### config.mk
export PLATFORM = sky130hd
export DESIGN_NAME = commit_report_flat
export DESIGN_NICKNAME = d
export VERILOG_FILES = /design/src/hw/sim_pkg.sv /design/src/hw/commit_if.sv /design/src/hw/commit_report.sv /design/src/flat_wrapper.sv
export SDC_FILE = /design/constraint.sdc
export NUM_CORES = 1
export LEC_CHECK = 0
export BUFFER_PORTS_ARGS = -buffer_cell sky130_fd_sc_hd__buf_2
export CORE_AREA = 5 5 184 186
export CTS_CLUSTER_DIAMETER = 80
export DETAILED_ROUTE_END_ITERATION = 10
export DIE_AREA = 0 0 189 191
export PLACE_DENSITY = 0.6
export SLEW_MARGIN = 20
export SYNTH_ARGS = -nofsm -noshare
export SYNTH_HDL_FRONTEND = slang
export SYNTH_SLANG_ARGS = --single-unit
export TNS_END_PERCENT = 10
### constraint.sdc
create_clock -name clock -period 6.3 [get_ports clock]
set_input_delay 0.315 -clock clock [delete_from_list [all_inputs] [get_ports clock]]
set_output_delay 0.315 -clock clock [all_outputs]
set_load 0.03 [all_outputs]
### src/hw/sim_pkg.sv
package sim_pkg;

  // ------------------------------
  // Widths
  // ------------------------------

  // Byte address on the memory port, also used for pc values.
  typedef logic [63:0] addr_t;

  // Memory word and writeback data.
  typedef logic [63:0] data_t;

  typedef logic [31:0] inst_t;

  // One enable bit per byte lane of a data_t word.
  typedef logic [7:0] wmask_t;

  // Access size code from the core, carried but not decoded.
  typedef logic [2:0] size_t;

  typedef logic [4:0] reg_idx_t;

  // Low byte of a0 when the trap instruction retires.
  typedef logic [7:0] trap_code_t;

  typedef logic [63:0] count_t;

  // ------------------------------
  // Constants
  // ------------------------------

  // Program base. Every memory address is taken relative to it.
  localparam addr_t PC_START = 64'h0000_0000_8000_0000;

  // Opcode of the custom instruction that ends a simulation run.
  localparam logic [6:0] TRAP_OPCODE = 7'h6b;

  // Commits of this instruction are flagged so the checker skips them.
  localparam inst_t SKIP_INST = 32'h0000_007b;

endpackage

### src/hw/commit_if.sv
`timescale 1ns/10ps

// One commit record. A record moves in every cycle with strobe high.
interface commit_if import sim_pkg::*; ();

  logic       strobe;
  addr_t      pc;
  inst_t      inst;
  logic       wen;
  reg_idx_t   wdest;
  data_t      wdata;
  logic       skip;
  logic       trap;
  trap_code_t code;

  modport producer (
    output strobe, pc, inst, wen, wdest, wdata, skip, trap, code
  );

  modport consumer (
    input strobe, pc, inst, wen, wdest, wdata, skip, trap, code
  );

endinterface

### src/hw/commit_report.sv
`timescale 1ns/10ps

module commit_report import sim_pkg::*; (
  input  logic       clock,
  input  logic       reset,
  input  logic       empty_i,
  input  logic       hold_i,
  output logic       pop_o,
  commit_if.consumer head,
  output logic       commit_valid_o,
  output logic       commit_wen_o,
  output logic       commit_skip_o,
  output addr_t      commit_pc_o,
  output inst_t      commit_inst_o,
  output reg_idx_t   commit_wdest_o,
  output data_t      commit_wdata_o,
  output logic       trap_valid_o,
  output trap_code_t trap_code_o,
  output count_t     cycle_count_o,
  output count_t     instr_count_o
);

  typedef enum logic {
    RUN,
    HALTED
  } state_t;

  state_t state_q;
  logic   trap_seen;

  // Nothing leaves the queue once the trap has been reported.
  assign pop_o     = (state_q == RUN) && !empty_i && !hold_i;
  assign trap_seen = head.strobe && head.trap;

  // ------------------------------
  // Control and counters
  // ------------------------------

  always_ff @(posedge clock) begin
    if (reset) begin
      state_q        <= RUN;
      commit_valid_o <= 1'b0;
      trap_valid_o   <= 1'b0;
      cycle_count_o  <= '0;
      instr_count_o  <= '0;
    end else begin
      commit_valid_o <= head.strobe;
      trap_valid_o   <= trap_seen;
      if (state_q == RUN) begin
        cycle_count_o <= cycle_count_o + 1'b1;
        if (trap_seen) begin
          state_q <= HALTED;
        end
      end
      if (head.strobe) begin
        instr_count_o <= instr_count_o + 1'b1;
      end
    end
  end

  // ------------------------------
  // Record outputs
  // ------------------------------

  always_ff @(posedge clock) begin
    if (head.strobe) begin
      commit_pc_o    <= head.pc;
      commit_inst_o  <= head.inst;
      commit_wen_o   <= head.wen;
      commit_wdest_o <= head.wdest;
      commit_wdata_o <= head.wdata;
      commit_skip_o  <= head.skip;
      trap_code_o    <= head.code;
    end
  end

  // A trap pulse comes only with the commit of a trap instruction.
  a_trap_with_commit : assert property (
    @(posedge clock) disable iff (reset)
    trap_valid_o |-> (commit_valid_o && (commit_inst_o[6:0] == TRAP_OPCODE))
  );

endmodule

### src/flat_wrapper.sv
// flat-port wrapper written by rule: the top's interface ports become plain ports
module commit_report_flat import sim_pkg::*;
  (clock, reset, empty_i, hold_i, pop_o, commit_valid_o, commit_wen_o, commit_skip_o, commit_pc_o, commit_inst_o, commit_wdest_o, commit_wdata_o, trap_valid_o, trap_code_o, cycle_count_o, instr_count_o, head_strobe, head_pc, head_inst, head_wen, head_wdest, head_wdata, head_skip, head_trap, head_code);
  commit_if head_i ();
  input  logic clock;
  input  logic reset;
  input  logic empty_i;
  input  logic hold_i;
  output logic pop_o;
  output logic commit_valid_o;
  output logic commit_wen_o;
  output logic commit_skip_o;
  output addr_t commit_pc_o;
  output inst_t commit_inst_o;
  output reg_idx_t commit_wdest_o;
  output data_t commit_wdata_o;
  output logic trap_valid_o;
  output trap_code_t trap_code_o;
  output count_t cycle_count_o;
  output count_t instr_count_o;
  input wire logic [$bits(head_i.strobe)-1:0] head_strobe;
  input wire logic [$bits(head_i.pc)-1:0] head_pc;
  input wire logic [$bits(head_i.inst)-1:0] head_inst;
  input wire logic [$bits(head_i.wen)-1:0] head_wen;
  input wire logic [$bits(head_i.wdest)-1:0] head_wdest;
  input wire logic [$bits(head_i.wdata)-1:0] head_wdata;
  input wire logic [$bits(head_i.skip)-1:0] head_skip;
  input wire logic [$bits(head_i.trap)-1:0] head_trap;
  input wire logic [$bits(head_i.code)-1:0] head_code;
  assign head_i.strobe = head_strobe;
  assign head_i.pc = head_pc;
  assign head_i.inst = head_inst;
  assign head_i.wen = head_wen;
  assign head_i.wdest = head_wdest;
  assign head_i.wdata = head_wdata;
  assign head_i.skip = head_skip;
  assign head_i.trap = head_trap;
  assign head_i.code = head_code;
  commit_report u_core (.clock(clock), .reset(reset), .empty_i(empty_i), .hold_i(hold_i), .pop_o(pop_o), .head(head_i), .commit_valid_o(commit_valid_o), .commit_wen_o(commit_wen_o), .commit_skip_o(commit_skip_o), .commit_pc_o(commit_pc_o), .commit_inst_o(commit_inst_o), .commit_wdest_o(commit_wdest_o), .commit_wdata_o(commit_wdata_o), .trap_valid_o(trap_valid_o), .trap_code_o(trap_code_o), .cycle_count_o(cycle_count_o), .instr_count_o(instr_count_o));
endmodule
==> impl_metrics.yaml, run 1 <==
synthesis:
  synthArstFlopShare_pct: 0
  synth_compound_area_share_pct: 5.40
  synth-edff-count: 175
  ys.flop_type: "edfxtp_1"
  synth.ff_latch_count: 306
  synth_top_family_by_area: "simple AND/OR/NAND/NOR gates"
  synth_xor_area_share_pct: 5.35
  synth.distinct_cells: 38
  netlist_area_sq_um: 11300
  syn_avg_cell_area_sq_um: 12.6
  synth_mux_area_share_pct: 0.177
  synthAdderAreaFrac_pct: 0.222
  ys_warn_count: 0
  synthSimpleGateAreaFrac_pct: 17.6
  syn_nets: 1082
  ys_seq_area_share_pct: 69.7
  syn_inst: 899
floorplan:
  rows: 66
  die_w_um: 189
  dieArea_sq_um: 36100
  initial_core_util_pct: 35.2
  coreArea_sq_um: 32100
  fp.dieH_um: 191
  io-pin-count: 487
clocking:
  cts_resized: 0
  htree_levels: 2
  cts_made_buffers: 36
  cts_setup_buffers: 0
  worstSkewPairLatency_ps: 500
  cts_sinks: 306
  cts.path.max_buffers: 3
  root_buffer: "clkbuf_16"
  tritoncts: "yes"
  path_clk_slew_ps: 60
  postCtsHoldBufs: 171
worst_hold_path:
  whs_path_depth: 1
  hold_class: "in -> reg"
  hold_end: "u_core.commit_skip_o"
  min_from: "head_skip"
pwr:
  internal_power_mw: 3.60
  p_seq_share_pct: 47.2
  leakage_nw: 6.99
  p_clk_share_pct: 42.1
  power.density_nw_per_um2: 279
  p_sw_share_pct: 24.5
  comb_power_share_pct: 10.7
  vdd_ir_drop_max_mv: 0.153
  power_switching_mw: 1.17
  design_power_total_mw: 4.77
final_layout:
  area_growth_pct: 51.1
  fillers: 2843
  num-nets-final: 1754
  drive_gt1_share_pct: 34.5
sta:
  finalSetupTns_ps: 0
  hold_violations: 0
  max_slew.worst_pin.slew_ps: 1010
  min_period_ps: 3050
  fin_crit_sh_pct: 48.4
  rsz0062_at_grt: "no"
  finalMaxSlewViolations: 0
  max_slew_margin_pct: 32.5
  setup_viol_count_final: 0
  fmax_mhz: 328
  skew_ps: 9.01
global_routing:
  grt_antenna_before_repair: 12
  grtUsageTotal_pct: 20.2
  grt_max_degree: 81
  grt_pass1_vias: 9854
  grt_pass1_wl_um: 57300
  gr-total-overflow: 0
routing:
  vias: 9910
  drtAntennaViolNets: 0
  drc: 0
  via_per_inst: 4.91
  drt_first_pass_iters: 4
  detail_route.wl_per_cell_um: 19.4
  wirelength_um: 39300
  drt_iter0_markers: 459
critical_path:
  crit_type: "reg -> reg"
  r2r_end: "u_core.cycle_count_o[60]"
  r2r_slack_ps: 3250
  crit_path_end_kind: "register"
  crit_start: "u_core.cycle_count_o[0]"
  critPathLaunchType: "register"
  path_max_fanout: 18
  rr_startpoint: "u_core.cycle_count_o[0]"
  cp.arrival_ps: 3480
  r2r.worst_path.cells: 7
  cp_data_required_time_ps: 6730
flow_run:
  drv_cap: 0
place:
  gp_congestion: 0.859
  io_buffers: 486
  dp_hpwl_um: 28200
status:
  status: "finished, final reports clean"
state kept, by name (all words and copies together), names as in the netlist:
name,flops
u_core.commit_valid_o,1
u_core.commit_wdest_o,5
u_core.commit_inst_o,32
u_core.trap_code_o,8
u_core.trap_valid_o,1
u_core.state_q,1
u_core.commit_pc_o,64
u_core.commit_wdata_o,64
u_core.cycle_count_o,64
u_core.commit_wen_o,1
u_core.commit_skip_o,1
u_core.instr_count_o,64
final cells by class:
type | instances | area, sq um | share of cell area, %
diodes | 13 | 32.5 | 0.191
clock buffers | 52 | 1010 | 5.93
clock inverters | 14 | 128 | 0.748
inverters | 13 | 48.8 | 0.286
multi-input cells | 551 | 3250 | 19.1
flip-flops and latches | 306 | 7880 | 46.2
well taps | 408 | 510 | 2.99
repair buffers | 663 | 4200 | 24.6
stage by stage:
stage          instance area [sq um]  util (%)  cells  setup slack (ps)  hold slack (ps)
6_report                       17100      53.1   2020              3250             40.6
5_1_grt                        17100      53.1   2020              2990             4.46
4_1_cts                        17000      53.0   2006              2900             4.21
3_5_place_dp                   14200      44.1   1769              2900              478
3_3_place_gp                   14200      44.1   1769              3010              469
2_1_floorplan                  11300         -    899              3720              414
metal layers:
metal,vias to the layer above,wire length [um],share of wire [%],track usage [%]
met5,-,0,0,0
met4,0,1280,3.3,6.89
met3,76,3050,7.8,5.95
met2,364,20300,52,36.1
met1,4759,14600,37,23.3
li1,4711,-,-,-
power by group through the flow:
stage / sequential (mW) / clock (mW) / combinational (mW)
2_1_floorplan: 2.49 / 0 / 0.0226
3_3_place_gp: 2.29 / 0 / 0.411
3_5_place_dp: 2.29 / 0 / 0.412
4_1_cts: 2.25 / 2.06 / 0.507
5_1_grt: 2.26 / 2.15 / 0.531
6_report: 2.25 / 2.01 / 0.508
cell usage in the layout, fill, tap and decap left out, types with 2 or more instances in the layout:
cell type	netlist	routed
and2_1	9	9
nor4_2	2	2
buf_2	1	484
nand4b_1	4	4
clkbuf_1	26	12
nand2_1	44	44
nor2b_1	2	2
and4_1	7	7
clkinv_1	0	3
or4_1	15	15
clkbuf_16	0	37
o21a_1	2	2
dlygate4sd3_1	0	171
clkinv_2	0	6
nor3_1	13	13
diode_2	0	13
inv_1	13	13
nor2_1	82	82
bufinv_16	0	2
mux2i_1	2	2
a21oi_1	56	56
inv_6	0	2
clkbuf_8	0	4
nand4_1	59	59
dfxtp_1	131	131
and3_1	21	21
o21ai_0	42	42
nand3_1	44	44
o31ai_1	13	13
edfxtp_1	175	175
xnor2_1	16	16
ha_1	2	2
nor4_1	10	10
or3_1	42	42
or2_2	3	3
buf_4	0	6
xor2_1	53	53
worst max-delay path, cell delays in order (launching register included):
cell and delay (ps):
dfxtp_1 390, ha_1 190, nand4b_1 260, nor3_4 490, nand4_1 600, buf_6 370, or4_1 500, a21oi_1 160
kinds of logic (layout without fill, tap and decap cells):
logic type,count (synthesis),count (layout)
other,0,13
multiplexers,2,2
adder cells (fa/ha/maj),2,2
buffers and inverters,42,742
AND/OR/NAND/NOR,364,364
AO/OA/AOI/OAI,114,114
XOR/XNOR,69,69
flip-flops,306,306
cells in the mapped netlist, drive strengths merged (14+ instances only):
| cell type | number | area, sq um |
|---|---|---|
| nand3 | 44 | 220 |
| xnor2 | 16 | 140 |
| a21oi | 56 | 280 |
| nand4 | 61 | 403 |
| clkbuf | 26 | 97.6 |
| xor2 | 53 | 464 |
| dfxtp | 131 | 2620 |
| nor2 | 82 | 308 |
| nor3 | 14 | 81.3 |
| edfxtp | 175 | 5260 |
| and3 | 21 | 131 |
| nand2 | 44 | 165 |
| o21ai | 42 | 210 |
| or4 | 16 | 124 |
| or3 | 42 | 263 |
worst max path at each step:
stage,slack [ps],to
final,3250,u_core.cycle_count_o[60]
after global routing,2990,u_core.instr_count_o[46]
after floorplan,3720,u_core.instr_count_o[57]
after CTS,2900,u_core.cycle_count_o[60]
after detailed placement,2900,u_core.cycle_count_o[56]
after global placement,3010,u_core.cycle_count_o[48]
Power figures use the tool's default switching activity.
==> inputs of run 2 (changes only) <==
Clock period 6.3 ns to 3.2 ns, I/O delays scaled along.
==> run 2 against run 1 <==
  * Clock-buffer cell count is 5 lower
  * Fmax up 22%
  * Via count is 0.14% lower
  * Wire length down 0.59%
  * Critical endpoint is now u_core.instr_count_o[61]
  * Highest routed layer unchanged
==> impl_metrics.yaml, run 2 (synthesis results as in run 1) <==
sta:
  finalSetupTns_ps: 0
  setup_viol_count_final: 0
  rsz0062_at_grt: "no"
  hold_violations: 0
  max_slew.worst_pin.slew_ps: 999
  fin_crit_sh_pct: 77.9
  fmax_mhz: 401
  min_period_ps: 2490
  skew_ps: 12.6
  max_slew_margin_pct: 33.4
  finalMaxSlewViolations: 0
pwr:
  vdd_ir_drop_max_mv: 0.415
  leakage_nw: 7.04
  power.density_nw_per_um2: 545
floorplan:
  io-pin-count: 487
  dieArea_sq_um: 36100
  initial_core_util_pct: 35.2
  die_w_um: 189
  rows: 66
  coreArea_sq_um: 32100
  fp.dieH_um: 191
final_layout:
  final_cell_area_sq_um: 17200
  num-nets-final: 1766
  area_growth_pct: 51.9
  final_common_cell: "buf_2"
  drive_gt1_share_pct: 34.9
  final_cell_mix: "484 x buf_2, 176 x dlygate4sd3_1, 175 x edfxtp_1, 131 x dfxtp_1, 82 x nor2_1"
routing:
  via_per_inst: 4.88
  drc: 0
  drt_iter0_markers: 501
  detail_route.wl_per_cell_um: 19.3
  drtAntennaViolNets: 0
  vias: 9896
  wirelength_um: 39000
  drt_first_pass_iters: 4
clocking:
  cts_sinks: 306
  root_buffer: "clkbuf_16"
  htree_levels: 2
  path_clk_slew_ps: 60
  tritoncts: "yes"
  cts_made_buffers: 35
  worstSkewPairLatency_ps: 500
  cts_setup_buffers: 0
  cts.path.max_buffers: 3
critical_path:
  r2r_slack_ps: 710
  cp.arrival_ps: 2910
  r2r.worst_path.cells: 5
  r2r_end: "u_core.instr_count_o[61]"
  crit_type: "reg -> reg"
  path_max_fanout: 13
  critPathLaunchType: "register"
  crit_path_end_kind: "register"
  rr_startpoint: "u_core.instr_count_o[9]"
  cp_data_required_time_ps: 3620
global_routing:
  grt_pass1_vias: 10021
  grtUsageTotal_pct: 20.3
  grt_pass1_wl_um: 57500
  grt_max_degree: 80
  gr-total-overflow: 0
  grt_antenna_before_repair: 11
place:
  gp_congestion: 0.855
  io_buffers: 486
  post_dp_cell_area_sq_um: 14200
  dp_hpwl_um: 28600
worst_hold_path:
  min_from: "head_strobe"
  hold_end: "u_core.instr_count_o[1]"
  hold_class: "in -> reg"
  whs_path_depth: 3
status:
  status: "finished, final reports clean"
flow_run:
  drv_cap: 0
## run 2: cell types whose count changed in the layout (fill, tap and decap cells not counted)
cell | before | now
buf_4 | 6 | 15
buf_6 | 1 | 0
bufinv_16 | 2 | 3
clkbuf_1 | 12 | 6
clkbuf_16 | 37 | 35
clkbuf_8 | 4 | 7
clkinv_1 | 3 | 2
clkinv_2 | 6 | 4
clkinv_4 | 1 | 0
clkinvlp_4 | 0 | 1
dlygate4sd3_1 | 171 | 176
## run 2: worst max-delay path by stage
stage	cells after the start	start	slack (ps)	endpoint
after global routing	5	u_core.instr_count_o[9]	570	u_core.instr_count_o[53]
final	5	u_core.instr_count_o[9]	710	u_core.instr_count_o[61]
after floorplan	6	u_core.instr_count_o[9]	620	u_core.instr_count_o[57]
after detailed placement	5	u_core.instr_count_o[10]	710	u_core.instr_count_o[45]
after global placement	5	u_core.instr_count_o[9]	790	u_core.instr_count_o[61]
after CTS	5	u_core.instr_count_o[9]	700	u_core.instr_count_o[45]
## run 2: critical path, cell delays in order (launching register included)
cell     delay [ps]
dfxtp_1         430
nand4_2         210
or4_1           620
or4_4           650
or3_1           380
a21oi_1         140
## run 2: stage by stage
stage	power, mW	setup slack (ps)	hold WS, ps	util (%)	std cells
floorplan	4.94	625	259	-	899
global placement	5.31	791	336	44.3	1778
detailed placement	5.32	715	338	44.3	1778
CTS	9.46	704	14.1	53.3	2013
global route	9.70	573	34.1	53.4	2025
finish	9.36	707	35.8	53.4	2026
## run 2: cell type report
type	count	area, sq um
fillers	2862	15000
flip-flops and latches	306	7880
repair buffers	676	4310
multi-input cells	551	3250
clock buffers	47	981
well taps	408	510
clock inverters	12	143
inverters	13	48.8
diodes	13	32.5
## run 2: power breakdown
part           switching [mW]  leakage (nW)  internal, mW
combinational           0.649          3.72         0.356
clock                    1.54         0.552          2.39
sequential             0.0610          2.77          4.37
## run 2: layer usage
layer | vias up | GRT usage (%) | wire length (um)
met3 | 73 | 6.98 | 3340
li1 | 4743 | - | -
met1 | 4735 | 22.8 | 14400
met2 | 345 | 35.9 | 20100
met5 | - | 0 | 0
met4 | 0 | 7.29 | 1270
## run 2: timing repair
| action | 4_1_cts | 5_1_grt |
|---|---|---|
| gates resized for setup | 0 | 0 |
| hold buffers | 176 | 0 |
| setup endpoints to repair | 0 | 0 |
| hold endpoints to repair | 177 | 0 |
