===== src/hw/sim_pkg.sv =====
package sim_pkg;

  // ------------------------------
  // Widths
  // ------------------------------

  // Byte address on the memory port, also used for pc values.
  typedef logic [63:0] addr_t;

  // Memory word and writeback data.
  typedef logic [63:0] data_t;

  typedef logic [31:0] inst_t;

  // One enable bit per byte lane of a data_t word.
  typedef logic [7:0] wmask_t;

  // Access size code from the core, carried but not decoded.
  typedef logic [2:0] size_t;

  typedef logic [4:0] reg_idx_t;

  // Low byte of a0 when the trap instruction retires.
  typedef logic [7:0] trap_code_t;

  typedef logic [63:0] count_t;

  // ------------------------------
  // Constants
  // ------------------------------

  // Program base. Every memory address is taken relative to it.
  localparam addr_t PC_START = 64'h0000_0000_8000_0000;

  // Opcode of the custom instruction that ends a simulation run.
  localparam logic [6:0] TRAP_OPCODE = 7'h6b;

  // Commits of this instruction are flagged so the checker skips them.
  localparam inst_t SKIP_INST = 32'h0000_007b;

endpackage


===== src/hw/commit_if.sv =====
`timescale 1ns/10ps

// One commit record. A record moves in every cycle with strobe high.
interface commit_if import sim_pkg::*; ();

  logic       strobe;
  addr_t      pc;
  inst_t      inst;
  logic       wen;
  reg_idx_t   wdest;
  data_t      wdata;
  logic       skip;
  logic       trap;
  trap_code_t code;

  modport producer (
    output strobe, pc, inst, wen, wdest, wdata, skip, trap, code
  );

  modport consumer (
    input strobe, pc, inst, wen, wdest, wdata, skip, trap, code
  );

endinterface


===== src/hw/commit_fifo.sv =====
`timescale 1ns/10ps

module commit_fifo import sim_pkg::*; #(
  parameter int unsigned FIFO_DEPTH = 8
) (
  input  logic       clock,
  input  logic       reset,
  commit_if.consumer push,
  input  logic       pop_i,
  output logic       full_o,
  output logic       empty_o,
  commit_if.producer head
);

  localparam int unsigned PTR_BITS = $clog2(FIFO_DEPTH);
  localparam int unsigned REC_BITS = $bits(addr_t) + $bits(inst_t) + 1 + $bits(reg_idx_t)
                                   + $bits(data_t) + 2 + $bits(trap_code_t);

  logic [REC_BITS-1:0] buf_q [FIFO_DEPTH];
  logic [PTR_BITS-1:0] wr_ptr_q;
  logic [PTR_BITS-1:0] rd_ptr_q;
  logic [PTR_BITS:0]   count_q;
  logic                do_push;
  logic                do_pop;

  assign full_o  = (count_q == FIFO_DEPTH[PTR_BITS:0]);
  assign empty_o = (count_q == '0);
  assign do_push = push.strobe && !full_o;
  assign do_pop  = pop_i && !empty_o;

  always_ff @(posedge clock) begin
    if (do_push) begin
      buf_q[wr_ptr_q] <= {push.pc, push.inst, push.wen, push.wdest,
                          push.wdata, push.skip, push.trap, push.code};
    end
  end

  // Pointers wrap on their own since the depth is a power of two.
  always_ff @(posedge clock) begin
    if (reset) begin
      wr_ptr_q <= '0;
      rd_ptr_q <= '0;
      count_q  <= '0;
    end else begin
      if (do_push) begin
        wr_ptr_q <= wr_ptr_q + 1'b1;
      end
      if (do_pop) begin
        rd_ptr_q <= rd_ptr_q + 1'b1;
      end
      if (do_push && !do_pop) begin
        count_q <= count_q + 1'b1;
      end else if (do_pop && !do_push) begin
        count_q <= count_q - 1'b1;
      end
    end
  end

  // The head record is shown in the pop cycle itself.
  assign head.strobe = do_pop;
  assign {head.pc, head.inst, head.wen, head.wdest,
          head.wdata, head.skip, head.trap, head.code} = buf_q[rd_ptr_q];

  a_no_push_when_full : assert property (
    @(posedge clock) disable iff (reset) push.strobe |-> !full_o
  );

endmodule


===== src/flat_wrapper.sv =====
// flat-port wrapper written by rule: the top's interface ports become plain ports
module commit_fifo_flat import sim_pkg::*;
#(
  parameter int unsigned FIFO_DEPTH = 8
)
  (clock, reset, pop_i, full_o, empty_o, push_strobe, push_pc, push_inst, push_wen, push_wdest, push_wdata, push_skip, push_trap, push_code, head_strobe, head_pc, head_inst, head_wen, head_wdest, head_wdata, head_skip, head_trap, head_code);
  commit_if push_i ();
  commit_if head_i ();
  input  logic clock;
  input  logic reset;
  input  logic pop_i;
  output logic full_o;
  output logic empty_o;
  input wire logic [$bits(push_i.strobe)-1:0] push_strobe;
  input wire logic [$bits(push_i.pc)-1:0] push_pc;
  input wire logic [$bits(push_i.inst)-1:0] push_inst;
  input wire logic [$bits(push_i.wen)-1:0] push_wen;
  input wire logic [$bits(push_i.wdest)-1:0] push_wdest;
  input wire logic [$bits(push_i.wdata)-1:0] push_wdata;
  input wire logic [$bits(push_i.skip)-1:0] push_skip;
  input wire logic [$bits(push_i.trap)-1:0] push_trap;
  input wire logic [$bits(push_i.code)-1:0] push_code;
  output wire logic [$bits(head_i.strobe)-1:0] head_strobe;
  output wire logic [$bits(head_i.pc)-1:0] head_pc;
  output wire logic [$bits(head_i.inst)-1:0] head_inst;
  output wire logic [$bits(head_i.wen)-1:0] head_wen;
  output wire logic [$bits(head_i.wdest)-1:0] head_wdest;
  output wire logic [$bits(head_i.wdata)-1:0] head_wdata;
  output wire logic [$bits(head_i.skip)-1:0] head_skip;
  output wire logic [$bits(head_i.trap)-1:0] head_trap;
  output wire logic [$bits(head_i.code)-1:0] head_code;
  assign push_i.strobe = push_strobe;
  assign push_i.pc = push_pc;
  assign push_i.inst = push_inst;
  assign push_i.wen = push_wen;
  assign push_i.wdest = push_wdest;
  assign push_i.wdata = push_wdata;
  assign push_i.skip = push_skip;
  assign push_i.trap = push_trap;
  assign push_i.code = push_code;
  assign head_strobe = head_i.strobe;
  assign head_pc = head_i.pc;
  assign head_inst = head_i.inst;
  assign head_wen = head_i.wen;
  assign head_wdest = head_i.wdest;
  assign head_wdata = head_i.wdata;
  assign head_skip = head_i.skip;
  assign head_trap = head_i.trap;
  assign head_code = head_i.code;
  commit_fifo #(.FIFO_DEPTH(FIFO_DEPTH)) u_core (.clock(clock), .reset(reset), .push(push_i), .pop_i(pop_i), .full_o(full_o), .empty_o(empty_o), .head(head_i));
endmodule

===== config.mk =====
export PLATFORM = sky130hd
export DESIGN_NAME = commit_fifo_flat
export DESIGN_NICKNAME = d
export VERILOG_FILES = /design/src/hw/sim_pkg.sv /design/src/hw/commit_if.sv /design/src/hw/commit_fifo.sv /design/src/flat_wrapper.sv
export SDC_FILE = /design/constraint.sdc
export NUM_CORES = 1
export LEC_CHECK = 0
export BUFFER_PORTS_ARGS = -buffer_cell sky130_fd_sc_hd__buf_2
export CAP_MARGIN = 20
export CORE_MARGIN = 2
export CORE_UTILIZATION = 45
export DETAILED_ROUTE_END_ITERATION = 10
export MAX_ROUTING_LAYER = met4
export PLACE_DENSITY = 0.64
export SYNTH_ARGS = -nofsm -noshare
export SYNTH_HDL_FRONTEND = slang
export SYNTH_SLANG_ARGS = --single-unit

===== constraint.sdc =====
create_clock -name clock -period 34.4 [get_ports clock]
set_input_delay 3.44 -clock clock [delete_from_list [all_inputs] [get_ports clock]]
set_output_delay 3.44 -clock clock [all_outputs]
set_load 0.01 [all_outputs]

==> results of run 1 <==
==> final cells by class <==
| class | instances | area, um^2 | share of cell area |
|---|---|---|---|
| timing repair buffer | 404 | 2190 | 0.0355 |
| clock inverter | 70 | 649 | 0.0105 |
| tap | 1536 | 1920 | 0.0311 |
| clock buffer | 197 | 3940 | 0.0638 |
| multi-input combinational | 583 | 10400 | 0.168 |
| inverter | 4 | 15.0 | 0.000243 |
| sequential | 1421 | 42600 | 0.689 |
| antenna | 31 | 77.6 | 0.00126 |
==> placed cells by master, fill, tap and decap left out, drive strengths merged <==
master / instances
a211oi: 1
a21oi: 4
a31oi: 1
buf: 404
bufinv: 7
clkbuf: 197
clkinv: 55
dfxtp: 13
diode: 31
edfxtp: 1408
fa: 1
ha: 5
inv: 12
mux2: 177
mux2i: 1
mux4: 352
nand2: 8
nand2b: 3
nand3: 2
nor2: 14
nor2b: 1
nor3: 4
nor4: 2
or4b: 1
xnor2: 3
xor2: 3
==> logic make-up (layout without fill, tap and decap cells) <==
kind of cell    after synthesis  after routing  share of synthesized area
buf+inv                     104            675                     0.0145
xor+xnor                      6              6                   0.000980
flops                      1421           1421                      0.793
compound gates                6              6                   0.000630
mux                         530            530                      0.186
simple gates                 35             35                    0.00299
other cells                   0             31                          0
fa+ha+maj                     6              6                    0.00154
==> per-stage QoR <==
step	instances	power, uW
3_3_place_gp	3946	3110
6_report	4246	4570
3_5_place_dp	3947	3140
4_1_cts	4214	4640
5_1_grt	4239	4760
2_1_floorplan	2108	2900
==> power by group <==
group | total (uW) | leakage, uW | internal, uW | switching (uW)
registers | 2070 | 0.0129 | 2020 | 45.4
logic | 1010 | 0.00440 | 517 | 494
clock network | 1490 | 0.00222 | 862 | 632
==> metal layers <==
| metal | vias to the layer above | wire, um |
|---|---|---|
| met2 | 588 | 56100 |
| met5 | - | 0 |
| met4 | 0 | 2240 |
| li1 | 10061 | - |
| met1 | 12596 | 44900 |
| met3 | 155 | 6490 |
==> state kept, by name (all words and copies together) (netlist names), named ones only <==
register         cells
u_core.buf_q      1408
u_core.count_q       4
u_core.rd_ptr_q      3
u_core.wr_ptr_q      3
==> worst max-delay path by stage <==
stage	startpoint	endpoint	slack, ns	cells after the start
final	flop	head_pc[16]	26.53	5
after global routing	flop	head_pc[16]	26.09	5
after CTS	flop	head_pc[32]	26.14	5
after detailed placement	flop	head_pc[32]	26.99	5
after global placement	pop_i	head_strobe	27.05	4
after floorplan	push_strobe	u_core.buf_q[0][0]	13.15	2
==> worst max-delay path: stages, from the launching register on <==
cell and delay [ns]:
dfxtp_4 0.85, buf_4 0.76, buf_12 0.66, mux4_2 0.60, mux2_2 0.31, buf_2 0.15
==> key figures, run 1 <==
Run status
  • Status: finished, final reports clean

Timing
  • Minimum period implied by the final worst setup slack: 7.87 ns
  • Hold slack: 0.513 ns
  • Slew headroom: 0.273
  • Final Hold Viols: 0
  • Setup violators final: 0
  • Fmax: 0.127 GHz
  • Setup TNS Final: 0 ns
  • Final worst-path cycle share: 0.229
  • Layout Skew: between 0.02 and 0.03 ns
  • Slew @ Worst Pin: 1.09 ns
  • Final Max Tran Viols: 0
  • Setup WS post-layout: between 20 and 30 ns
  • RSZ-0062 raised after global routing: no

Layout
  • Synthesis-to-finish area growth: 15.1%
  • Layout cells sized above 1: 0.423
  • Filler instances: 9,062
  • Final net count: 2,749
  • Fin area: 61,700 um^2
  • Fin util: 0.522

Logic synthesis
  • Post-synth EDFFs: approximately 1,400
  • Yosys warns: 0
  • Synth area leader: edfxtp_1
  • Syn Inst Count: 2,108
  • Mean Syn Cell Area: 25.5 um^2
  • Synth Net Count: 2,294
  • Synth unique cells: 29
  • Main flop type after synthesis: edfxtp_1
  • Synth Cell Area: 53,700 um^2
  • Sequential area share after synthesis: 0.793
  • Register bit total from synthesis: between 1,000 and 1,500
  • Top-count cell post-synth: edfxtp_1
  • Synth cell count leaders: edfxtp_1 (1,408), mux4_2 (352), mux2_2 (157)
  • Top-area cell type share of the netlist area: 0.788
  • Post-synth ARST share: 0
  • Area contributors post-synth: edfxtp_1 (79%), mux4_2 (15%), mux2_2 (3.3%)

Hold path
  • Hold depth: 2
  • HP Class: flop to flop
  • Hold Crit Start: u_core.rd_ptr_q[1]

Detailed routing
  • DR vias: about 23,000
  • Post-DRT Antenna Nets: 0
  • Iteration-0 DRC Markers: 1,741
  • DRT Wirelength: 110 mm
  • TritonRoute pass-1 iters: 5
  • Avg WL per Cell: roughly 26 um
  • DRC errors left: 0
  • Vias per std cell: 5.51

GRT
  • First-pass GRT wire length: 160 mm
  • Vias in the first global route: 25,179
  • Busiest grt layer: met2
  • M1 GR Usage: 0.230
  • GR Overflow Total: 0
  • Pin count of the biggest net entering global routing: 147
  • Met2 GRT Util: 0.303
  • Initial antenna violation count: 28
  • GRT met3 Usage: 0.0448
  • Gr usage total: 0.185

Clocking
  • Clock root buffer: clkbuf_16
  • CTS tree: yes
  • CTS sink count: between 1,000 and 1,500
  • Clock latency on the worst-skew pair: 0.75 ns
  • CTS buffer count: roughly 150
  • Buffer depth of the longest clock path: 3
  • Post-CTS setup buffer count: 0
  • H-Tree Depth: 4
  • Post-cts gate resize count: 0
  • # hold bufs at CTS: 0
  • CTS clk-pin slew, worst paths: 0.06 ns

Floorplanning
  • Die ar.: 122,000 um^2
  • Die X: about 350 um
  • Row count: 126
  • Core area: 118,000 um^2
  • I/O pin count: 359
  • Die H: roughly 350 um
  • Initial Utilization: 0.454

Critical path
  • Kind of critical path: flop to output pin
  • FF-to-FF Start: u_core.count_q[0]
  • Req. time, crit path: 30.96 ns
  • Flop2flop setup slack: roughly 31 ns
  • Crit. End Element: output pin
  • Startpoint types: flop
  • Crit path max fanout: 114
  • FF-to-FF End: u_core.buf_q[6][128]
  • Critical path data arrival time: 4.43 ns
  • R2R depth: 7

Placement
  • DP Worst Slack: 26.99 ns
  • Gpl congestion: 0.734
  • Port Buffer Count: 358
  • Placed Area: about 57,000 um^2
  • Detailed placement HPWL: around 60 mm

Run
  • Max-cap violations: 0

Power
  • PwrDens: 74.0 nW/um^2
  • Maximum VDD drop: 58.4 uV
  • Pleak: 0.0195 uW
Note: power is estimated with default switching activity, not from simulation.
==> run 2: changes to the inputs <==
--- a/config.mk
+++ b/config.mk
@@ -5,13 +5,14 @@
 export SDC_FILE = /design/constraint.sdc
 export NUM_CORES = 1
 export LEC_CHECK = 0
+export ABC_AREA = 1
 export BUFFER_PORTS_ARGS = -buffer_cell sky130_fd_sc_hd__buf_2
 export CAP_MARGIN = 20
 export CORE_MARGIN = 2
 export CORE_UTILIZATION = 45
 export DETAILED_ROUTE_END_ITERATION = 10
 export MAX_ROUTING_LAYER = met4
-export PLACE_DENSITY = 0.64
+export PLACE_DENSITY = 0.67
 export SYNTH_ARGS = -nofsm -noshare
 export SYNTH_HDL_FRONTEND = slang
 export SYNTH_SLANG_ARGS = --single-unit
==> constraint.sdc (replaced) <==
create_clock -name clock -period 6.3 [get_ports clock]
set_input_delay 0.63 -clock clock [delete_from_list [all_inputs] [get_ports clock]]
set_output_delay 0.63 -clock clock [all_outputs]
set_load 0.01 [all_outputs]
==> key figures, run 2 <==
Clocking
  • CTS buffer count: between 100 and 150
  • Buffer depth of the longest clock path: 3
  • CTS sink count: 1,421
  • Post-cts gate resize count: 0
  • Clock latency on the worst-skew pair: about 0.79 ns
  • Clock root buffer: clkbuf_16
  • H-Tree Depth: 4
  • Post-CTS setup buffer count: 0
  • CTS clk-pin slew, worst paths: 0.06 ns
  • CTS tree: yes
  • # hold bufs at CTS: 0

Detailed routing
  • TritonRoute pass-1 iters: 6
  • DRC errors left: 0
  • Avg WL per Cell: 19.8 um
  • Post-DRT Antenna Nets: 0
  • Iteration-0 DRC Markers: 3,214
  • DR vias: 34,204
  • DRT Wirelength: 128 mm
  • Vias per std cell: around 5.3

Logic synthesis
  • Synth unique cells: 19
  • Top-area cell type share of the netlist area: 0.763
  • Yosys warns: 0
  • Mean Syn Cell Area: 12.5 um^2
  • Syn Inst Count: 4,416
  • Top-count cell post-synth: edfxtp_1
  • Post-synth ARST share: 0
  • Synth Net Count: 4,602
  • Area contributors post-synth: edfxtp_1 (76%), nor2_1 (7.3%), o21ai_0 (6.6%)
  • Post-synth EDFFs: 1,408
  • Sequential area share after synthesis: 0.768
  • Synth cell count leaders: edfxtp_1 (1,408), nor2_1 (1,075), o21ai_0 (732)
  • Register bit total from synthesis: 1,421
  • Synth Cell Area: 55,400 um^2
  • Main flop type after synthesis: edfxtp_1
  • Synth area leader: edfxtp_1

Layout
  • Synthesis-to-finish area growth: 14.3%
  • Final net count: 4,883
  • Most common cell after layout, fill and taps aside: edfxtp_1
  • Fin area: 63,300 um^2
  • Most frequent cells in the layout: edfxtp_1 (1,408), nor2_1 (1,067), o21ai_0 (732)
  • Largest registers: u_core.buf_q (1408), u_core.count_q (4)
  • Max reg flops: 1,408
  • Layout cells sized above 1: 0.128
  • Top reg by flops: u_core.buf_q

Power
  • Maximum VDD drop: a little under 300 uV
  • PwrDens: about 400 nW/um^2
  • Pleak: 0.0219 uW

Timing
  • Hold slack: a little under 0.09 ns
  • Slew @ Worst Pin: 1.13 ns
  • Slew headroom: 0.248
  • Minimum period implied by the final worst setup slack: 4.51 ns
  • Layout Skew: approximately 0.037 ns
  • RSZ-0062 raised after global routing: no
  • Final Hold Viols: 0
  • Fmax: 0.222 GHz
  • Setup violators final: 0
  • Final worst-path cycle share: 0.716
  • Final Max Tran Viols: 0

Run status
  • Status: finished, final reports clean

Placement
  • Placed Area: 58,700 um^2
  • Gpl congestion: 0.739
  • Detailed placement HPWL: about 63 mm
  • Port Buffer Count: 358

GRT
  • Gr usage total: 0.207
  • First-pass GRT wire length: 195 mm
  • GR Overflow Total: 0
  • Initial antenna violation count: 32
  • Pin count of the biggest net entering global routing: 210
  • Vias in the first global route: 32,882

Critical path
  • Critical path data arrival time: 3.88 ns
  • Slowest-stage cell, CP: dfxtp_4
  • CP delay by family, top: buffers and inverters
  • Crit. End Element: output pin
  • CP Cell Sequence: buf_12 -> buf_4 -> nor2_1 -> nor2_1 -> o21ai_0 -> o21ai_0 -> nand2_1 -> nand2_1 -> buf_2
  • Kind of critical path: flop to output pin
  • Crit path max fanout: 209
  • Startpoint types: flop
  • Crit path largest cell delay: 0.86 ns
  • Crit path buffers/inverters: 3
  • Req. time, crit path: 5.67 ns

Floorplanning
  • Die H: 355 um
  • Die X: 355 um
  • Die ar.: 126,000 um^2
  • Core area: 122,000 um^2
  • I/O pin count: 359
  • Initial Utilization: 0.454
  • Row count: between 100 and 150

Hold path
  • HP Class: input pin to flop

Run
  • Max-cap violations: 0
==> run 2: cell types whose count changed after synthesis, moves of 20 or more <==
cell,before,now
o21ai_1,0,328
nor2_1,14,1075
o21ai_0,0,732
nand2_1,8,546
mux4_2,352,0
mux2_2,157,0
mux2_4,20,0
clkbuf_1,24,187
==> run 2: kinds of logic (layout without fill, tap and decap cells) <==
group / Yosys count / in the layout / synth area share
and+or+nand+nor: 1629 / 1629 / 0.111
buffers and inverters: 290 / 686 / 0.0235
other: 0 / 27 / 0
DFF: 1421 / 1421 / 0.768
xor gates and xnor gates: 4 / 4 / 0.000632
adders and majority gates: 6 / 6 / 0.00149
AOI/OAI and AO/OA: 1066 / 1066 / 0.0963
==> run 2: area by class of cell <==
cell class | instances | area, um^2
multi-input cells | 2705 | 11600
fillers | 10244 | 58700
clock inverters | 80 | 641
inverters | 17 | 78.8
clock buffers | 186 | 3930
flip-flops and latches | 1421 | 42600
diodes | 27 | 67.6
repair buffers | 403 | 2400
well taps | 1625 | 2030
==> run 2: power by group <==
part / switching [uW] / leakage (uW) / total, uW / internal (uW)
Clock: 3540 / 0.00222 / 8250 / 4710
Sequential: 208 / 0.0129 / 11200 / 11000
Combinational: 4090 / 0.00675 / 5920 / 1830
Total: 7840 / 0.0219 / 25400 / 17500
==> run 2: path summary, 6_finish.rpt <==
kind / cells past startpoint / slack, ns / start / endpoint
setup reg to reg: 8 / 3.17 / u_core.count_q[0] / u_core.buf_q[4][147]
setup / recovery: 9 / 1.79 / flop / head_code[0]
hold reg to reg: 2 / 0.49 / u_core.rd_ptr_q[2] / flop
hold / removal: 2 / 0.09 / reset / u_core.wr_ptr_q[2]
==> run 2: layer usage <==
metal,track usage,wire length [um],vias to the layer above
li1,-,-,16258
met1,0.256,52500,16740
met2,0.335,63300,980
met3,0.0455,8770,226
met4,0.0793,3490,0
met5,-,0,-
==> run 2: metrics by stage <==
| step | worst slack [ns] | TNS, ns | util | power, uW | std cells |
|---|---|---|---|---|---|
| final | 1.79 | 0 | 0.519 | 25400 | 6464 |
| after global routing | 1.43 | 0 | 0.519 | 26700 | 6462 |
| after CTS | 1.70 | 0 | 0.519 | 25700 | 6437 |
| after detailed placement | 2.58 | 0 | 0.481 | 17400 | 6171 |
| after global placement | 2.62 | 0 | 0.481 | 17300 | 6171 |
| after floorplan | -2.61 | -3605.62 | - | 15400 | 4416 |
