$ cat config.mk
export PLATFORM = sky130hd
export DESIGN_NAME = commit_capture_flat
export DESIGN_NICKNAME = d
export VERILOG_FILES = /design/src/hw/sim_pkg.sv /design/src/hw/commit_if.sv /design/src/hw/commit_capture.sv /design/src/flat_wrapper.sv
export SDC_FILE = /design/constraint.sdc
export NUM_CORES = 1
export LEC_CHECK = 0
export BUFFER_PORTS_ARGS = -buffer_cell sky130_fd_sc_hd__buf_4
export CAP_MARGIN = 10
export CELL_PAD_IN_SITES_DETAIL_PLACEMENT = 1
export CELL_PAD_IN_SITES_GLOBAL_PLACEMENT = 2
export CORE_MARGIN = 2
export CORE_UTILIZATION = 34
export DETAILED_ROUTE_END_ITERATION = 10
export GPL_ROUTABILITY_DRIVEN = 0
export HOLD_SLACK_MARGIN = 0.02
export MAX_ROUTING_LAYER = met4
export PLACE_DENSITY_LB_ADDON = 0.1
export SKIP_LAST_GASP = 1
export SLEW_MARGIN = 5
export SYNTH_ARGS = -nofsm -noshare
export SYNTH_HDL_FRONTEND = slang
export SYNTH_SLANG_ARGS = --single-unit
$ cat constraint.sdc
create_clock -name clock -period 6.2 [get_ports clock]
set_input_delay 0.31 -clock clock [delete_from_list [all_inputs] [get_ports clock]]
set_output_delay 0.31 -clock clock [all_outputs]
set_load 0.01 [all_outputs]
$ cat src/hw/sim_pkg.sv
package sim_pkg;

  // ------------------------------
  // Widths
  // ------------------------------

  // Byte address on the memory port, also used for pc values.
  typedef logic [63:0] addr_t;

  // Memory word and writeback data.
  typedef logic [63:0] data_t;

  typedef logic [31:0] inst_t;

  // One enable bit per byte lane of a data_t word.
  typedef logic [7:0] wmask_t;

  // Access size code from the core, carried but not decoded.
  typedef logic [2:0] size_t;

  typedef logic [4:0] reg_idx_t;

  // Low byte of a0 when the trap instruction retires.
  typedef logic [7:0] trap_code_t;

  typedef logic [63:0] count_t;

  // ------------------------------
  // Constants
  // ------------------------------

  // Program base. Every memory address is taken relative to it.
  localparam addr_t PC_START = 64'h0000_0000_8000_0000;

  // Opcode of the custom instruction that ends a simulation run.
  localparam logic [6:0] TRAP_OPCODE = 7'h6b;

  // Commits of this instruction are flagged so the checker skips them.
  localparam inst_t SKIP_INST = 32'h0000_007b;

endpackage

$ cat src/hw/commit_if.sv
`timescale 1ns/10ps

// One commit record. A record moves in every cycle with strobe high.
interface commit_if import sim_pkg::*; ();

  logic       strobe;
  addr_t      pc;
  inst_t      inst;
  logic       wen;
  reg_idx_t   wdest;
  data_t      wdata;
  logic       skip;
  logic       trap;
  trap_code_t code;

  modport producer (
    output strobe, pc, inst, wen, wdest, wdata, skip, trap, code
  );

  modport consumer (
    input strobe, pc, inst, wen, wdest, wdata, skip, trap, code
  );

endinterface

$ cat src/hw/commit_capture.sv
`timescale 1ns/10ps

module commit_capture import sim_pkg::*; (
  input  logic       clock,
  input  logic       reset,
  input  logic       fetch_valid_i,
  input  addr_t      fetch_pc_i,
  input  inst_t      fetch_inst_i,
  input  logic       wb_wen_i,
  input  logic       retire_i,
  input  reg_idx_t   wb_rd_i,
  input  data_t      wb_wdata_i,
  input  data_t      a0_i,
  input  logic       full_i,
  commit_if.producer push,
  output logic       overflow_o
);

  addr_t      fetch_pc_q;
  inst_t      fetch_inst_q;
  logic       pend_q;
  addr_t      rec_pc_q;
  inst_t      rec_inst_q;
  logic       rec_wen_q;
  reg_idx_t   rec_wdest_q;
  data_t      rec_wdata_q;
  logic       rec_skip_q;
  logic       rec_trap_q;
  trap_code_t rec_code_q;
  logic       commit_event;

  assign commit_event = wb_wen_i || retire_i;

  // The last fetched instruction is the one that commits next.
  always_ff @(posedge clock) begin
    if (fetch_valid_i) begin
      fetch_pc_q   <= fetch_pc_i;
      fetch_inst_q <= fetch_inst_i;
    end
  end

  // ------------------------------
  // Record build
  // ------------------------------

  always_ff @(posedge clock) begin
    if (commit_event) begin
      rec_pc_q    <= fetch_pc_q;
      rec_inst_q  <= fetch_inst_q;
      rec_wen_q   <= wb_wen_i && (wb_rd_i != '0);
      rec_wdest_q <= wb_rd_i;
      rec_wdata_q <= wb_wdata_i;
      rec_skip_q  <= (fetch_inst_q == SKIP_INST);
      rec_trap_q  <= (fetch_inst_q[6:0] == TRAP_OPCODE);
      rec_code_q  <= a0_i[7:0];
    end
  end

  always_ff @(posedge clock) begin
    if (reset) begin
      pend_q <= 1'b0;
    end else begin
      pend_q <= commit_event;
    end
  end

  // ------------------------------
  // Push
  // ------------------------------

  assign push.strobe = pend_q && !full_i;
  assign push.pc     = rec_pc_q;
  assign push.inst   = rec_inst_q;
  assign push.wen    = rec_wen_q;
  assign push.wdest  = rec_wdest_q;
  assign push.wdata  = rec_wdata_q;
  assign push.skip   = rec_skip_q;
  assign push.trap   = rec_trap_q;
  assign push.code   = rec_code_q;

  // A record that meets a full queue is lost, and that is remembered until reset.
  always_ff @(posedge clock) begin
    if (reset) begin
      overflow_o <= 1'b0;
    end else if (pend_q && full_i) begin
      overflow_o <= 1'b1;
    end
  end

  a_one_event_kind : assert property (
    @(posedge clock) disable iff (reset) !(wb_wen_i && retire_i)
  );

endmodule

$ cat src/flat_wrapper.sv
// flat-port wrapper written by rule: the top's interface ports become plain ports
module commit_capture_flat import sim_pkg::*;
  (clock, reset, fetch_valid_i, fetch_pc_i, fetch_inst_i, wb_wen_i, retire_i, wb_rd_i, wb_wdata_i, a0_i, full_i, overflow_o, push_strobe, push_pc, push_inst, push_wen, push_wdest, push_wdata, push_skip, push_trap, push_code);
  commit_if push_i ();
  input  logic clock;
  input  logic reset;
  input  logic fetch_valid_i;
  input  addr_t fetch_pc_i;
  input  inst_t fetch_inst_i;
  input  logic wb_wen_i;
  input  logic retire_i;
  input  reg_idx_t wb_rd_i;
  input  data_t wb_wdata_i;
  input  data_t a0_i;
  input  logic full_i;
  output logic overflow_o;
  output wire logic [$bits(push_i.strobe)-1:0] push_strobe;
  output wire logic [$bits(push_i.pc)-1:0] push_pc;
  output wire logic [$bits(push_i.inst)-1:0] push_inst;
  output wire logic [$bits(push_i.wen)-1:0] push_wen;
  output wire logic [$bits(push_i.wdest)-1:0] push_wdest;
  output wire logic [$bits(push_i.wdata)-1:0] push_wdata;
  output wire logic [$bits(push_i.skip)-1:0] push_skip;
  output wire logic [$bits(push_i.trap)-1:0] push_trap;
  output wire logic [$bits(push_i.code)-1:0] push_code;
  assign push_strobe = push_i.strobe;
  assign push_pc = push_i.pc;
  assign push_inst = push_i.inst;
  assign push_wen = push_i.wen;
  assign push_wdest = push_i.wdest;
  assign push_wdata = push_i.wdata;
  assign push_skip = push_i.skip;
  assign push_trap = push_i.trap;
  assign push_code = push_i.code;
  commit_capture u_core (.clock(clock), .reset(reset), .fetch_valid_i(fetch_valid_i), .fetch_pc_i(fetch_pc_i), .fetch_inst_i(fetch_inst_i), .wb_wen_i(wb_wen_i), .retire_i(retire_i), .wb_rd_i(wb_rd_i), .wb_wdata_i(wb_wdata_i), .a0_i(a0_i), .full_i(full_i), .push(push_i), .overflow_o(overflow_o));
endmodule
==> results.rst, run 1 <==
.. list-table::
   :header-rows: 1

   * - Metric
     - Value
   * - Result of the run
     - finished clean
   * - Remaining routing DRC violations
     - 0
   * - Setup slack of the most critical reg-to-reg path
     - ~4900 ps
   * - Synth cell types
     - 14
   * - Number of setup violations in the final report
     - 0
   * - Core region area
     - between 20000 and 25000 sq um
   * - Total internal power
     - roughly 3.3 mW
   * - RSZ-0062 raised after global routing
     - false
   * - Net Sw Power
     - between 0.9 and 1 mW
   * - Mapped Avg Cell Area
     - ~28 sq um
   * - Die footprint
     - between 20000 and 30000 sq um
   * - Clock network latency to the later pin of the worst-skew pair
     - about 540 ps
   * - Worst-Margin Slew
     - between 1000 and 1500 ps
   * - Ports placed on the boundary
     - between 400 and 500
   * - Count of buffers from port buffering
     - between 300 and 400
   * - Fill cell count
     - approximately 2200
   * - Height of the die
     - between 150 and 200 microns
   * - Hold violation count in the final report
     - 0
   * - Synthesized area
     - 8329 sq um
   * - Post-layout min period
     - around 1400 ps
   * - Routed via count divided by cell count
     - roughly 4.2
   * - Number of nets in the layout
     - ~1100
   * - Summed negative setup slack over all endpoints
     - 0 ps
   * - Area fraction of the dominant cell type after synthesis
     - 0.9806
   * - Largest net degree at the start of global routing
     - about 180
   * - Final cell count without fillers
     - 1200
   * - Total power divided by cell area
     - just over 300 nW/um^2
   * - Fmax
     - 696.9 MHz
   * - Number of violations of the max-capacitance limit
     - 0
   * - CTS tree
     - built
   * - Number of enable flip-flop cells after synthesis
     - about 270
   * - Area growth from synthesis to final layout
     - 68.02%
   * - Cell leakage power
     - approximately 5.6 nW
   * - Die width
     - ~160 microns
   * - Std-Cell Rows
     - 57
   * - Clock transition at path regs
     - 60 ps
   * - Depth of the worst register-to-register path
     - 3
   * - Synth top cells by count
     - sky130_fd_sc_hd__edfxtp_1, sky130_fd_sc_hd__nor4_1, sky130_fd_sc_hd__nor2_1
   * - Remaining global-route overflow
     - 0
   * - Placed instance count
     - about 980
   * - Switch share
     - 0.2123
   * - CTS root buffer
     - sky130_fd_sc_hd__clkbuf_16
   * - Launch point of the worst hold path
     - full_i
   * - DRT Wirelength
     - roughly 22000 microns
   * - Library cell with the largest summed area after synthesis
     - sky130_fd_sc_hd__edfxtp_1
   * - H-tree Lvls
     - 1
   * - Part of the total power dissipated in the clock network
     - 0.354
   * - Register share of total power
     - 0.536
   * - Worst rel slew slack
     - 0.3304
   * - Gate count after technology mapping
     - ~290
   * - Via count of the first global-routing pass
     - about 5600
   * - Post-detail-place hpwl
     - between 10000 and 15000 microns
   * - Total of flip-flops plus latches after synthesis
     - between 200 and 300
   * - Total routing resource utilization after global routing
     - 0.1743
   * - Power share of the combinational group
     - 0.110
   * - Crit path launch type
     - register
   * - Drt initial violations
     - 246
   * - Initial antenna violation count
     - 1
   * - Wire length of the first global-routing pass
     - roughly 33000 microns
   * - Worst EP arrival
     - 1120 ps
   * - Yosys warning count
     - 0
   * - Cell with the most instances after synthesis
     - sky130_fd_sc_hd__edfxtp_1
   * - Fraction of registers with async set/reset
     - 0
   * - Number of nets produced by synthesis
     - around 530
   * - Max-slew violation total from the final report
     - 0
   * - Most area-consuming cells after synthesis
     - sky130_fd_sc_hd__edfxtp_1, sky130_fd_sc_hd__dfxtp_1, sky130_fd_sc_hd__nor4_1, sky130_fd_sc_hd__nor2b_1, sky130_fd_sc_hd__nor2_1
   * - Total clock sinks
     - around 270
   * - Setup crit start
     - u_core.pend_q
   * - Required time of the critical path
     - between 5000 and 6000 ps
   * - Total design power
     - roughly 4.2 mW
   * - Multi-input logic area
     - approximately 120 sq um
   * - Storage cell area
     - between 8000 and 9000 sq um
   * - End of the critical path
     - push_strobe
   * - Via count
     - slightly above 5000
   * - Type of the tightest min-delay check
     - in -> reg
   * - Capture instance of the worst register-to-register path
     - u_core.push.skip
   * - Post-cts sizing count
     - 0
   * - Post-route fraction of the period consumed by the critical path
     - 0.2314
   * - Most frequently used flop master after synthesis
     - sky130_fd_sc_hd__edfxtp_1
   * - Initial core utilization
     - 0.3445
   * - Worst clock skew
     - 14.17 ps
   * - CTS max path bufs
     - 3
   * - Sequential area share after synthesis
     - 0.9854
   * - Worst-path fanout max
     - 2
   * - Initial DRT Pass Iterations
     - 4
   * - Worst IR drop on VDD
     - approximately 0.24 mV
   * - Fraction of final layout cells sized beyond drive strength 1
     - 0.4491
   * - Antenna-violating nets left
     - 0
   * - Post-detailed-route wirelength per cell
     - about 19 microns
   * - Critical path endpoint category
     - primary output
   * - Number of buffers added by the clock tree synthesis step
     - 29
   * - Worst setup path category
     - reg -> out
   * - FF-to-FF Start
     - u_core.fetch_inst_q[12]
layer usage:
metal,share of wire,track usage,vias up
li1,-,-,2334
met1,0.36,0.1858,2432
met2,0.52,0.3086,254
met3,0.092,0.05888,46
met4,0.027,0.04996,0
met5,0,-,-
logic make-up after synthesis:
logic type and share of synthesized area:
AO/OA/AOI/OAI 0.001502, flip-flops 0.9854, AND/OR/NAND/NOR 0.01307
power groups by stage:
stage / Sequential, mW / Combinational, mW / Clock, mW
6_report: 2.28 / 0.468 / 1.50
5_1_grt: 2.29 / 0.497 / 1.62
4_1_cts: 2.28 / 0.472 / 1.56
3_5_place_dp: 2.32 / 0.376 / 0
3_3_place_gp: 2.30 / 0.372 / 0
2_1_floorplan: 2.37 / 0.0192 / 0
placed cells by master, fill, tap and decap left out, types with 2 or more instances in the layout:
| cell type | Yosys | layout |
|---|---|---|
| sky130_fd_sc_hd__edfxtp_1 | 272 | 272 |
| sky130_fd_sc_hd__dlygate4sd3_1 | 0 | 174 |
| sky130_fd_sc_hd__buf_4 | 0 | 357 |
| sky130_fd_sc_hd__nor4_1 | 5 | 5 |
| sky130_fd_sc_hd__clkbuf_1 | 0 | 6 |
| sky130_fd_sc_hd__nor2_1 | 3 | 3 |
| sky130_fd_sc_hd__nand3_1 | 2 | 2 |
| sky130_fd_sc_hd__dfxtp_1 | 2 | 2 |
| sky130_fd_sc_hd__clkinv_1 | 0 | 9 |
| sky130_fd_sc_hd__clkbuf_16 | 0 | 29 |
| sky130_fd_sc_hd__nor2b_1 | 2 | 2 |
| sky130_fd_sc_hd__clkinv_2 | 0 | 3 |
worst min-delay path by stage:
stage / endpoint / slack, ps / cells after the start
floorplan: u_core.pend_q / 380 / 1
global placement: u_core.push.pc[2] / 400 / 0
detailed placement: u_core.push.pc[62] / 410 / 0
CTS: u_core.overflow_o / 30 / 3
global route: u_core.push.wen / 70 / 2
finish: u_core.overflow_o / 50 / 3
worst max-delay path: stages, from the launching register on:
cell and delay [ps]:
sky130_fd_sc_hd__dfxtp_1 340, sky130_fd_sc_hd__nor2b_1 140, sky130_fd_sc_hd__buf_4 130
sequential cells by signal, indices dropped and copies added (netlist names):
name,count
u_core.pend_q,1
u_core.fetch_inst_q,32
u_core.push.pc,64
u_core.push.wdest,5
u_core.push.trap,1
u_core.push.skip,1
u_core.overflow_o,1
u_core.push.wen,1
u_core.push.inst,32
u_core.fetch_pc_q,64
u_core.push.code,8
u_core.push.wdata,64
per-stage QoR:
stage / hold slack [ps] / utilization / setup slack (ps) / area [sq um]
CTS: 28.84 / 0.5787 / 4713 / 13990
global route: 74.04 / 0.5788 / 4714 / 13990
floorplan: 381.6 / - / 3273 / 8329
global placement: 400.3 / 0.4731 / 4319 / 11440
detailed placement: 405.2 / 0.4731 / 4272 / 11440
finish: 48.41 / 0.5788 / 4765 / 13990
layout make-up:
| cell class | count | share of cell area |
|---|---|---|
| Timing Repair Buffer | 532 | 0.3174 |
| Clock inverter | 14 | 0.004649 |
| Sequential cell | 274 | 0.5865 |
| Antenna cell | 1 | 0.0001788 |
| Tap cell | 324 | 0.02897 |
| Clock buffer | 35 | 0.05346 |
| Multi-Input combinational cell | 20 | 0.008851 |
what timing repair did:
item | 4_1_cts | 5_1_grt
endpoints found under the hold margin | 175 | 0
hold buffers | 174 | 0
buffers inserted | 0 | 0
Note: power is estimated with default switching activity, not from simulation.
==> run 2, diff against run 1 <==
CORE_UTILIZATION = 32   (was 34)
clock period = 1.4 ns   (was 6.2 ns; I/O delays follow)
==> results.rst, run 2 (synthesis gave the netlist of run 1 again) <==
.. list-table::
   :header-rows: 1

   * - Metric
     - Value
   * - Crit path launch type
     - register
   * - Setup WS pre-CTS
     - 80.71 ps (-4192 ps)
   * - Max-slew violation total from the final report
     - 0 (unchanged)
   * - Count of buffers from port buffering
     - 356 (unchanged)
   * - Antenna-violating nets left
     - 0 (unchanged)
   * - Final setup slack of the worst path
     - 111.5 ps (-4654 ps)
   * - Total clock sinks
     - 274 (unchanged)
   * - Leading cell types in the layout, fill and taps excluded
     - sky130_fd_sc_hd__buf_4, sky130_fd_sc_hd__edfxtp_1, sky130_fd_sc_hd__dlygate4sd3_1
   * - Wire length of the first global-routing pass
     - 31750 microns (-4.0%)
   * - CTS max path bufs
     - 3 (unchanged)
   * - Total power divided by cell area
     - 1412 nW/um^2 (+360%)
   * - Number of post-CTS setup repair buffers
     - 0 (unchanged)
   * - Post-layout min period
     - about 1300 ps
   * - Initial antenna violation count
     - 3 (+2)
   * - Fmax
     - slightly below 800 MHz
   * - Result of the run
     - finished clean
   * - Number of cells on the worst hold path
     - 2 (-1)
   * - Register share of total power
     - 0.497 (-0.039)
   * - Critical Path, Cell by Cell
     - nor4_2 -> buf_4 -> nand3_1 -> nor3_2
   * - Number of setup violations in the final report
     - 0 (unchanged)
   * - Total internal power
     - 16.04 mW (+380%)
   * - Number of buffers added by the clock tree synthesis step
     - 30 (+3.4%)
   * - Number of violations of the max-capacitance limit
     - 0 (unchanged)
   * - Remaining global-route overflow
     - 0 (unchanged)
   * - Depth of the worst register-to-register path
     - 4 (+1)
   * - Required time of the critical path
     - 1790 ps (-4100 ps)
   * - Largest net degree at the start of global routing
     - 76 (-57%)
   * - Worst path depth
     - 4 (+2)
   * - Worst hold slack
     - 50.44 ps (+2.034 ps)
   * - Routed via count divided by cell count
     - 4.133 (-2.1%)
   * - DRT Wirelength
     - 22370 microns (+0.72%)
   * - Most frequent standard cell in the layout excluding fill and tap cells
     - sky130_fd_sc_hd__buf_4
   * - Type of the tightest min-delay check
     - in -> reg
   * - Hold violation count in the final report
     - 0 (unchanged)
   * - Worst-path fanout max
     - 2 (unchanged)
   * - Part of the total power dissipated in the clock network
     - 0.399 (+0.045)
   * - Fraction of final layout cells sized beyond drive strength 1
     - 0.4714 (+0.02224)
   * - Worst EP arrival
     - 1670 ps (+550 ps)
   * - Switch share
     - 0.2084 (-0.003930)
   * - Worst rel slew slack
     - 0.7309 (+0.4005)
   * - Core region area
     - 25840 sq um (+6.9%)
   * - Std-Cell Rows
     - 59 (+3.5%)
   * - Drt initial violations
     - 265 (+7.7%)
   * - Cell with the biggest individual delay on the critical path
     - sky130_fd_sc_hd__edfxtp_1
   * - Net Sw Power
     - 4.223 mW (+370%)
   * - Clock transition at path regs
     - 60 ps (about the same)
   * - Ports placed on the boundary
     - 413 (unchanged)
   * - Height of the die
     - 165.3 microns (+3.0%)
   * - Initial DRT Pass Iterations
     - 4 (unchanged)
   * - Post-detail-place hpwl
     - 14990 microns (+2.9%)
   * - Worst setup path category
     - reg -> reg
   * - Total routing resource utilization after global routing
     - 0.1597 (-0.01465)
   * - Via count
     - 5079 (+0.26%)
   * - Worst IR drop on VDD
     - 0.9306 mV (+280%)
   * - Power share of the combinational group
     - 0.104 (-0.006)
   * - Via count of the first global-routing pass
     - 5520 (-1.8%)
   * - Remaining routing DRC violations
     - 0 (unchanged)
   * - Area growth from synthesis to final layout
     - 72.33%
   * - CTS root buffer
     - sky130_fd_sc_hd__clkbuf_16
   * - Clock network latency to the later pin of the worst-skew pair
     - 540 ps (about the same)
   * - CTS tree
     - built
   * - Worst-Margin Slew
     - 403.7 ps (-600.7 ps)
   * - Initial core utilization
     - 0.3224 (-0.02214)
   * - Die footprint
     - 27340 sq um (+6.1%)
   * - Delay-heaviest family, CP
     - simple AND/OR/NAND/NOR gates
   * - Cell leakage power
     - 5.794 nW (+2.9%)
   * - Post-route fraction of the period consumed by the critical path
     - 0.9204
   * - Number of nets in the layout
     - 1102 (+0.92%)
   * - Post-detailed-route wirelength per cell
     - 18.20 microns (-1.7%)
   * - Worst clock skew
     - 7.417 ps (-6.752 ps)
   * - H-tree Lvls
     - 1 (unchanged)
   * - Combined buffer and inverter count along the critical path
     - 1 (unchanged)
   * - Slowest stage delay, CP
     - 410 ps (+70 ps)
   * - Critical path endpoint category
     - register
   * - Die width
     - 165.3 microns (+3.0%)
==> run 2: cell count changes in the layout (fill, tap and decap cells not counted), sizes merged <==
cell         previous run  this run
buf                   358       365
bufinv                  0         5
clkbuf                 35        32
clkinv                 12        15
clkinvlp                1         3
diode                   1         3
dlygate4sd3           174       176
==> run 2: final cells by class <==
class	instances	area, sq um
Clock inverter	24	259.0
Sequential cell	274	8208
Multi-Input combinational cell	20	141.4
Tap cell	335	419.2
Clock buffer	32	779.5
Timing Repair Buffer	541	4539
Antenna cell	3	7.507
Fill cell	2368	11480
==> run 2: path summary, 6_finish.rpt <==
check	startpoint	to	slack, ps
worst max-delay path	u_core.fetch_inst_q[25]	u_core.push.skip	110
worst min-delay path	retire_i	u_core.push.wdest[1]	50
worst max register to register	u_core.fetch_inst_q[25]	u_core.push.skip	110
worst min register to register	u_core.fetch_pc_q[40]	u_core.push.pc[40]	410
==> run 2: what timing repair did <==
item                                   4_1_cts  5_1_grt
endpoints found under the hold margin      176        0
gates resized for setup                      0        3
setup endpoints to repair                    0        1
hold buffers                               176        0
==> run 2: through the flow <==
stage,cells,TNS (ps),power [mW],area [sq um],utilization
detailed placement,994,0,11.95,11530,0.4462
global route,1229,-19.53,21.02,14350,0.5555
floorplan,294,-68770,10.57,8332,-
CTS,1226,0,20.53,14330,0.5546
finish,1229,0,20.27,14350,0.5555
global placement,994,0,11.89,11530,0.4462
==> run 2: metal layers <==
| layer | routed length, microns | up-vias | GRT usage | share of wire |
|---|---|---|---|---|
| met5 | 0 | - | - | 0 |
| met4 | 390 | 0 | 0.03527 | 0.017 |
| met3 | 2151 | 29 | 0.05195 | 0.096 |
| met2 | 11650 | 234 | 0.2830 | 0.52 |
| met1 | 8182 | 2449 | 0.1761 | 0.37 |
| li1 | - | 2367 | - | - |
==> run 2: power by group through the flow <==
| stage | Clock, mW | Sequential [mW] | Combinational, mW |
|---|---|---|---|
| finish | 8.08 | 10.1 | 2.10 |
| global route | 8.62 | 10.2 | 2.25 |
| CTS | 8.32 | 10.1 | 2.13 |
| detailed placement | 0 | 10.2 | 1.70 |
| global placement | 0 | 10.2 | 1.69 |
| floorplan | 0 | 10.5 | 0.0857 |
